--- src/verilog/axil_pkg.sv ---
`default_nettype none

package axil_pkg;

  localparam int AW = 16;  // byte address width
  localparam int DW = 32;  // data width

  // response codes, only the two used here
  typedef enum logic [1:0] {
    OKAY   = 2'b00,
    SLVERR = 2'b10
  } axil_resp_e;

  // master driven side
  typedef struct packed {
    logic [AW-1:0]   awaddr;
    logic            awvalid;
    logic [DW-1:0]   wdata;
    logic [DW/8-1:0] wstrb;
    logic            wvalid;
    logic            bready;
    logic [AW-1:0]   araddr;
    logic            arvalid;
    logic            rready;
  } axil_req_t;

  // slave driven side
  typedef struct packed {
    logic          awready;
    logic          wready;
    axil_resp_e    bresp;
    logic          bvalid;
    logic          arready;
    logic [DW-1:0] rdata;
    axil_resp_e    rresp;
    logic          rvalid;
  } axil_rsp_t;

endpackage

`default_nettype wire

--- src/verilog/asg_pkg.sv ---
`default_nettype none

package asg_pkg;

  localparam int DWO = 14;         // sample width, signed
  localparam int CWM = 10;         // pointer integer part, 1024 entries
  localparam int CWF = 16;         // pointer fraction part
  localparam int CW  = CWM + CWF;  // full fixed point pointer

  // table window, one sample per 32 bit word
  localparam logic [axil_pkg::AW-1:0] BUF_BASE = 16'h1000;

  // register map, byte offsets
  typedef enum logic [axil_pkg::AW-1:0] {
    REG_CTRL = 16'h0000,  // bit0 trigger, bit1 clear (pulses)
    REG_MODE = 16'h0004,  // bit0 burst, bit1 infinite
    REG_SIZE = 16'h0008,
    REG_STEP = 16'h000c,
    REG_OFFS = 16'h0010,
    REG_NCYC = 16'h0014,  // samples per burst - 1
    REG_RNUM = 16'h0018,  // repetitions
    REG_RDLY = 16'h001c   // delay between bursts
  } reg_addr_e;

  typedef enum logic [1:0] {
    ST_IDLE  = 2'b00,
    ST_DATA  = 2'b01,
    ST_DELAY = 2'b10
  } asg_state_e;

  // channel configuration
  typedef struct packed {
    logic [CW-1:0] size;  // table size, fixed point
    logic [CW-1:0] step;  // pointer step
    logic [CW-1:0] offs;  // start offset (phase)
    logic          brst;
    logic          infn;
    logic [15:0]   ncyc;
    logic [15:0]   rnum;
    logic [31:0]   rdly;
  } asg_cfg_t;

  // cpu side table port
  typedef struct packed {
    logic           ena;
    logic           wen;
    logic [CWM-1:0] addr;
    logic [DWO-1:0] wdata;
  } buf_req_t;

endpackage

`default_nettype wire

--- src/verilog/asg_regs.sv ---
`timescale 1ns/1ps
`default_nettype none

module asg_regs (
  input  logic                           clk,
  input  logic                           ctl_rst,
  input  axil_pkg::axil_req_t            s_axil_req,
  output axil_pkg::axil_rsp_t            s_axil_rsp,
  output asg_pkg::asg_cfg_t              cfg,
  output logic                           sw_trg,
  output logic                           sw_clr,
  output asg_pkg::buf_req_t              buf_req,
  input  logic signed [asg_pkg::DWO-1:0] buf_rdata
);

  // write channel
  logic                   aw_rdy;   // aw and w accepted together
  logic                   wr_acc;
  logic                   bvalid;
  axil_pkg::axil_resp_e   bresp;
  logic [axil_pkg::DW-1:0] wr_val;  // strobe merged write value
  // read channel
  logic                   ar_rdy;
  logic                   ar_hs;
  logic                   rd_wait;  // table read, waiting on ram
  logic                   rvalid;
  logic [axil_pkg::DW-1:0] rdata;
  axil_pkg::axil_resp_e   rresp;

  //////////////////////////////////////////////////////////////////////
  // address decode helpers
  //////////////////////////////////////////////////////////////////////

  function automatic logic in_buf(input logic [axil_pkg::AW-1:0] a);
    return a[axil_pkg::AW-1:asg_pkg::CWM+2] == asg_pkg::BUF_BASE[axil_pkg::AW-1:asg_pkg::CWM+2];
  endfunction

  function automatic logic reg_hit(input logic [axil_pkg::AW-1:0] a);
    return a inside {asg_pkg::REG_CTRL, asg_pkg::REG_MODE, asg_pkg::REG_SIZE,
                     asg_pkg::REG_STEP, asg_pkg::REG_OFFS, asg_pkg::REG_NCYC,
                     asg_pkg::REG_RNUM, asg_pkg::REG_RDLY};
  endfunction

  // register read mux, ctrl reads as zero
  function automatic logic [axil_pkg::DW-1:0] reg_rd(input asg_pkg::asg_cfg_t c,
                                                      input logic [axil_pkg::AW-1:0] a);
    logic [axil_pkg::DW-1:0] v;
    v = '0;
    case (a)
      asg_pkg::REG_MODE: v = {30'd0, c.infn, c.brst};
      asg_pkg::REG_SIZE: v = 32'(c.size);
      asg_pkg::REG_STEP: v = 32'(c.step);
      asg_pkg::REG_OFFS: v = 32'(c.offs);
      asg_pkg::REG_NCYC: v = 32'(c.ncyc);
      asg_pkg::REG_RNUM: v = 32'(c.rnum);
      asg_pkg::REG_RDLY: v = c.rdly;
      default:           v = '0;
    endcase
    return v;
  endfunction

  function automatic logic [axil_pkg::DW-1:0] strb_merge(
    input logic [axil_pkg::DW-1:0]   old_v,
    input logic [axil_pkg::DW-1:0]   new_v,
    input logic [axil_pkg::DW/8-1:0] strb
  );
    logic [axil_pkg::DW-1:0] v;
    v = old_v;
    for (int i = 0; i < axil_pkg::DW/8; i++) begin
      if (strb[i]) v[8*i +: 8] = new_v[8*i +: 8];
    end
    return v;
  endfunction

  //////////////////////////////////////////////////////////////////////
  // write path
  //////////////////////////////////////////////////////////////////////

  assign wr_acc = aw_rdy & s_axil_req.awvalid & s_axil_req.wvalid;
  assign wr_val = strb_merge(reg_rd(cfg, s_axil_req.awaddr), s_axil_req.wdata,
                             s_axil_req.wstrb);

  always_ff @(posedge clk) begin
    if (ctl_rst) begin
      aw_rdy <= 1'b0;
      bvalid <= 1'b0;
    end else begin
      // one cycle ready, only with no response pending
      aw_rdy <= ~aw_rdy & ~bvalid & s_axil_req.awvalid & s_axil_req.wvalid;
      if (wr_acc) bvalid <= 1'b1;
      else if (s_axil_req.bready) bvalid <= 1'b0;  // hold until taken
    end
  end

  always_ff @(posedge clk) begin
    if (wr_acc) begin
      bresp <= (reg_hit(s_axil_req.awaddr) || in_buf(s_axil_req.awaddr)) ?
               axil_pkg::OKAY : axil_pkg::SLVERR;
    end
  end

  // configuration registers
  always_ff @(posedge clk) begin
    if (ctl_rst) begin
      cfg <= '0;
    end else if (wr_acc) begin
      case (s_axil_req.awaddr)
        asg_pkg::REG_MODE: begin
          cfg.brst <= wr_val[0];
          cfg.infn <= wr_val[1];
        end
        asg_pkg::REG_SIZE: cfg.size <= wr_val[asg_pkg::CW-1:0];
        asg_pkg::REG_STEP: cfg.step <= wr_val[asg_pkg::CW-1:0];
        asg_pkg::REG_OFFS: cfg.offs <= wr_val[asg_pkg::CW-1:0];
        asg_pkg::REG_NCYC: cfg.ncyc <= wr_val[15:0];
        asg_pkg::REG_RNUM: cfg.rnum <= wr_val[15:0];
        asg_pkg::REG_RDLY: cfg.rdly <= wr_val;
        default: ;  // ctrl and table handled elsewhere
      endcase
    end
  end

  // ctrl pulses, one cycle after accept
  always_ff @(posedge clk) begin
    if (ctl_rst) begin
      sw_trg <= 1'b0;
      sw_clr <= 1'b0;
    end else begin
      sw_trg <= wr_acc && s_axil_req.awaddr == asg_pkg::REG_CTRL && wr_val[0];
      sw_clr <= wr_acc && s_axil_req.awaddr == asg_pkg::REG_CTRL && wr_val[1];
    end
  end

  //////////////////////////////////////////////////////////////////////
  // read path
  //////////////////////////////////////////////////////////////////////

  assign ar_hs = ar_rdy & ~aw_rdy & s_axil_req.arvalid;  // write owns the ram port first

  always_ff @(posedge clk) begin
    if (ctl_rst) begin
      ar_rdy  <= 1'b0;
      rd_wait <= 1'b0;
      rvalid  <= 1'b0;
    end else if (ar_hs) begin
      ar_rdy <= 1'b0;
      if (in_buf(s_axil_req.araddr)) rd_wait <= 1'b1;
      else rvalid <= 1'b1;                             // registers answer next cycle
    end else if (rd_wait) begin
      rd_wait <= 1'b0;
      rvalid  <= 1'b1;
    end else if (rvalid) begin
      if (s_axil_req.rready) begin
        rvalid <= 1'b0;
        ar_rdy <= 1'b1;
      end
    end else begin
      ar_rdy <= 1'b1;  // idle
    end
  end

  always_ff @(posedge clk) begin
    if (ar_hs) begin
      rdata <= reg_rd(cfg, s_axil_req.araddr);
      rresp <= (reg_hit(s_axil_req.araddr) || in_buf(s_axil_req.araddr)) ?
               axil_pkg::OKAY : axil_pkg::SLVERR;
    end else if (rd_wait) begin
      rdata <= 32'(buf_rdata);  // sign extended sample
    end
  end

  // single cpu port into the table
  always_comb begin
    buf_req = '0;
    if (wr_acc && in_buf(s_axil_req.awaddr)) begin
      buf_req.ena   = 1'b1;
      buf_req.wen   = 1'b1;
      buf_req.addr  = s_axil_req.awaddr[2 +: asg_pkg::CWM];
      buf_req.wdata = s_axil_req.wdata[asg_pkg::DWO-1:0];
    end else if (ar_hs && in_buf(s_axil_req.araddr)) begin
      buf_req.ena  = 1'b1;
      buf_req.addr = s_axil_req.araddr[2 +: asg_pkg::CWM];
    end
  end

  always_comb begin
    s_axil_rsp.awready = aw_rdy;
    s_axil_rsp.wready  = aw_rdy;
    s_axil_rsp.bresp   = bresp;
    s_axil_rsp.bvalid  = bvalid;
    s_axil_rsp.arready = ar_rdy & ~aw_rdy;
    s_axil_rsp.rdata   = rdata;
    s_axil_rsp.rresp   = rresp;
    s_axil_rsp.rvalid  = rvalid;
  end

endmodule

`default_nettype wire

--- config.mk ---
export PLATFORM = sky130hd
export DESIGN_NAME = asg_regs
export DESIGN_NICKNAME = d
export VERILOG_FILES = /design/src/verilog/axil_pkg.sv /design/src/verilog/asg_pkg.sv /design/src/verilog/asg_regs.sv
export SDC_FILE = /design/constraint.sdc
export NUM_CORES = 1
export LEC_CHECK = 0
export BUFFER_PORTS_ARGS = -buffer_cell sky130_fd_sc_hd__buf_2
export CORE_MARGIN = 10
export CORE_UTILIZATION = 35
export CTS_BUF_LIST = sky130_fd_sc_hd__clkbuf_8 sky130_fd_sc_hd__clkbuf_16
export CTS_CLUSTER_DIAMETER = 50
export DETAILED_ROUTE_END_ITERATION = 10
export GPL_ROUTABILITY_DRIVEN = 0
export SETUP_SLACK_MARGIN = 0.4
export SYNTH_ARGS = -nofsm -noshare
export SYNTH_HDL_FRONTEND = slang
export SYNTH_SLANG_ARGS = --single-unit
--- constraint.sdc ---
create_clock -name clk -period 2.9 [get_ports clk]
set_clock_uncertainty 0.2 [all_clocks]
set_input_delay 0.87 -clock clk [delete_from_list [all_inputs] [get_ports clk]]
set_output_delay 0.87 -clock clk [all_outputs]
set_load 0.1 [all_outputs]
==> impl_results.md <==
- Routed WL: 50.84 mm
- Flop pwr share: 44.7%
- GRT Util Overall: 27.21%
- Synth Area per Inst: 8.765 sq um
- Chip width: 185.4 um
- Root buf cell: clkbuf_16
- Clock share of power: about two fifths
- Worst-path clk slew: 80 ps
- Core area: ~27000 sq um
- Die H: 185.4 um
- Reg-to-Reg End: cfg[97]$_SDFFE_PP0P_
- Nets: 1623
- Worst Hold Path EP: aw_rdy$_SDFF_PP0_
- Remaining antenna violation count: 0
- # setup viols final: 103
- Mapped Area: about 9600 sq um
- First-pass iteration count of the detailed router: 7
- Design Area, Final: about 16000 sq um
- Vias in the first global route: 11290
- I/O Buffers: ~300
- Sw power: approximately 1.8 mW
- Flip-flop and latch count after synthesis: between 150 and 200
- Top-count cell post-synth: nand3_1
- Reg-to-reg startpoint: aw_rdy$_SDFF_PP0_
- Hold path depth: 1
- Layout cell share with drive strength beyond 1: roughly 57%
- Max-cap violation count: 0
- Number of flops mapped to enable cells by yosys: 34
- Number of distinct library cells after synthesis: 64
- Worst Min Path Start: bvalid$_SDFFE_PP0P_
- Via count: 11810
- Setup CP Type: in -> reg
- CTS tree: yes
- DIE AREA: 34390 sq um
- Fill count: 2190
- Min-delay worst type: reg -> reg
- Layout Utilization: 60.40%
- Initial Util: a little over a third
- First-pass GRT wire length: 70.72 mm
- Post-synthesis sequential area ratio: 42.21%
- Pre-CTS setup slack: -392.9 ps
- Ys Warns: 0
- Antenna cells: 0
- Residual DRC count: 0
- Fin crit period: about 3000 ps
- F_max: about 330 MHz
- Dpl cells: ~1800
- Slew @ Worst Pin: 990.6 ps
- RSZ-0062 raised after global routing: yes
- CTS sink cnt: 185
- Top_reg_cell synth: dfxtp_1
- Share of the synthesized area in the top cell type: 31.55%
- Non-Filler Instances: 1888
- Leakage power: 6.307 nW
- Sw Ratio: 30.53%
- Data required, critical path: 3070 ps
- Ys async rst share: 0%
- Fin crit share: 104.7%
- Logic pwr share: 14.3%
- Largest net degree at the start of global routing: between 70 and 80
- Worst setup EP type: flip-flop
- # IOs: around 300
- Final worst slack: -136.3 ps
- Yosys top cell by area: dfxtp_1
- CTS Buf Count: 17
- Failing checks: negative setup slack
- Footprint of the multi-input gates: 6819 sq um
- Grt ovf: 0
- Relative max-transition margin: about a third
- Largest fanout on the critical path: 6
- PD cells: between 300 and 400 nW/um^2
- Synth top cells by count: 158 x nand3_1, 151 x dfxtp_1, 111 x nand2_1
- Max Root-Sink Buffers: 2
- Area grow syn2layout: 69.92%
- Outcome: complete, but fails checks
- Wire per inst: 26.93 um
- Worst reg2reg path depth: 8
- Maximum vdd drop: approximately 350 uV
- Placed Area: 13360 sq um
- # H-tree levels: 4
- Synth area leaders: dfxtp_1 32%, edfxtp_1 11%, nand3_1 8.3%, nand2_1 4.3%, a21oi_1 3.7%
- Slew Viols, Final: 0
- Hpwl dp: 34.42 mm
- Mapped Cells: between 1000 and 1500
- CP arrival: 3200 ps
- Initial antenna violation count: 0
- P_int: 4.128 mW
- Worst skew pair latency: 440 ps
- Initial DRC count: 1649
- R2R Setup Slk: between 300 and 400 ps
- FP Rows: 60
- DR vias/cell: 6.257
- Flip-flop and latch area: roughly 4000 sq um
- Fin. Hold Viols: 0
- Critical path launch point type: primary input
## worst max path at each step
| stage | from | cells past startpoint | endpoint |
|---|---|---|---|
| final | s_axil_req[68] | 9 | cfg[97]$_SDFFE_PP0P_ |
| after global routing | s_axil_req[68] | 10 | cfg[142]$_SDFFE_PP0P_ |
| after CTS | s_axil_req[71] | 6 | buf_req[10] |
| after detailed placement | s_axil_req[69] | 9 | cfg[24]$_SDFFE_PP0P_ |
| after global placement | s_axil_req[69] | 7 | cfg[32]$_SDFFE_PP0P_ |
| after floorplan | s_axil_req[69] | 7 | cfg[57]$_SDFFE_PP0P_ |
## repair_timing
item                       in CTS  in global routing
hold buffers                    0                  0
setup endpoints to repair     174                178
gates cloned                    4                  0
gates resized for setup       168                192
pin swaps                     115                115
setup buffers                  20                 40
## logic make-up after synthesis
family,synth area share [%]
AND/OR/NAND/NOR,23.66
AO/OA/AOI/OAI,23.90
flip-flops,42.21
buffers and inverters,5.550
multiplexers,4.636
other,0.03914
## through the flow
step	setup TNS, ps	power (mW)	hold slack (ps)
after global routing	-10120	6.071	270.6
after CTS	-2461	5.854	242.8
after detailed placement	-49460	3.437	232.2
after floorplan	-17400	3.171	213.5
final	-6032	5.942	247.2
after global placement	-45480	3.434	227.3
## final cells by class
class                      count  share of cell area (%)
clock buffer                  19                   2.921
clock inverter                13                  0.7686
inverter                      16                  0.3843
multi-input combinational    792                   41.89
sequential                   185                   24.85
tap                          341                   2.621
timing repair buffer         522                   26.57
## metal layers
layer	vias up	GRT usage (%)	routed length, um
met5	-	0	0
met4	0	12.97	2338
li1	5090	-	-
met2	859	42.69	23150
met3	178	6.191	6167
met1	5686	34.53	19180
## cells in the final DEF (no fill, tap or decap), types with 26 or more instances in the layout
| master | Yosys | final |
|---|---|---|
| nor2_1 | 38 | 26 |
| nand3_2 | 1 | 41 |
| buf_2 | 13 | 268 |
| nand3_1 | 158 | 107 |
| nand2_1 | 111 | 94 |
| dfxtp_1 | 151 | 150 |
| a21oi_2 | 1 | 47 |
| a222oi_1 | 27 | 27 |
| buf_6 | 6 | 55 |
| a22oi_2 | 0 | 29 |
| buf_12 | 0 | 61 |
| buf_4 | 7 | 126 |
| o21ai_1 | 45 | 52 |
| edfxtp_1 | 34 | 34 |
## flip-flops by register name (all words and copies together), names as in the netlist
signal / flops
ar_rdy: 1
aw_rdy: 1
bresp: 1
bvalid: 1
cfg: 144
rd_wait: 1
rdata: 32
rresp: 1
rvalid: 1
sw_clr: 1
sw_trg: 1
## critical path, cell delays in order
cell and delay, ps:
buf_6 90, or4_4 600, buf_12 160, or4_4 510, buf_12 170, nor3_4 240
buf_6 170, nand2_8 100, o31ai_4 270
## power by group through the flow
stage	logic (mW)	clock network, mW	registers, mW
after global routing	0.878	2.53	2.66
after detailed placement	0.721	0	2.72
final	0.847	2.44	2.66
after floorplan	0.289	0	2.88
after global placement	0.719	0	2.72
after CTS	0.766	2.43	2.66
(Power assumes the default switching activity.)
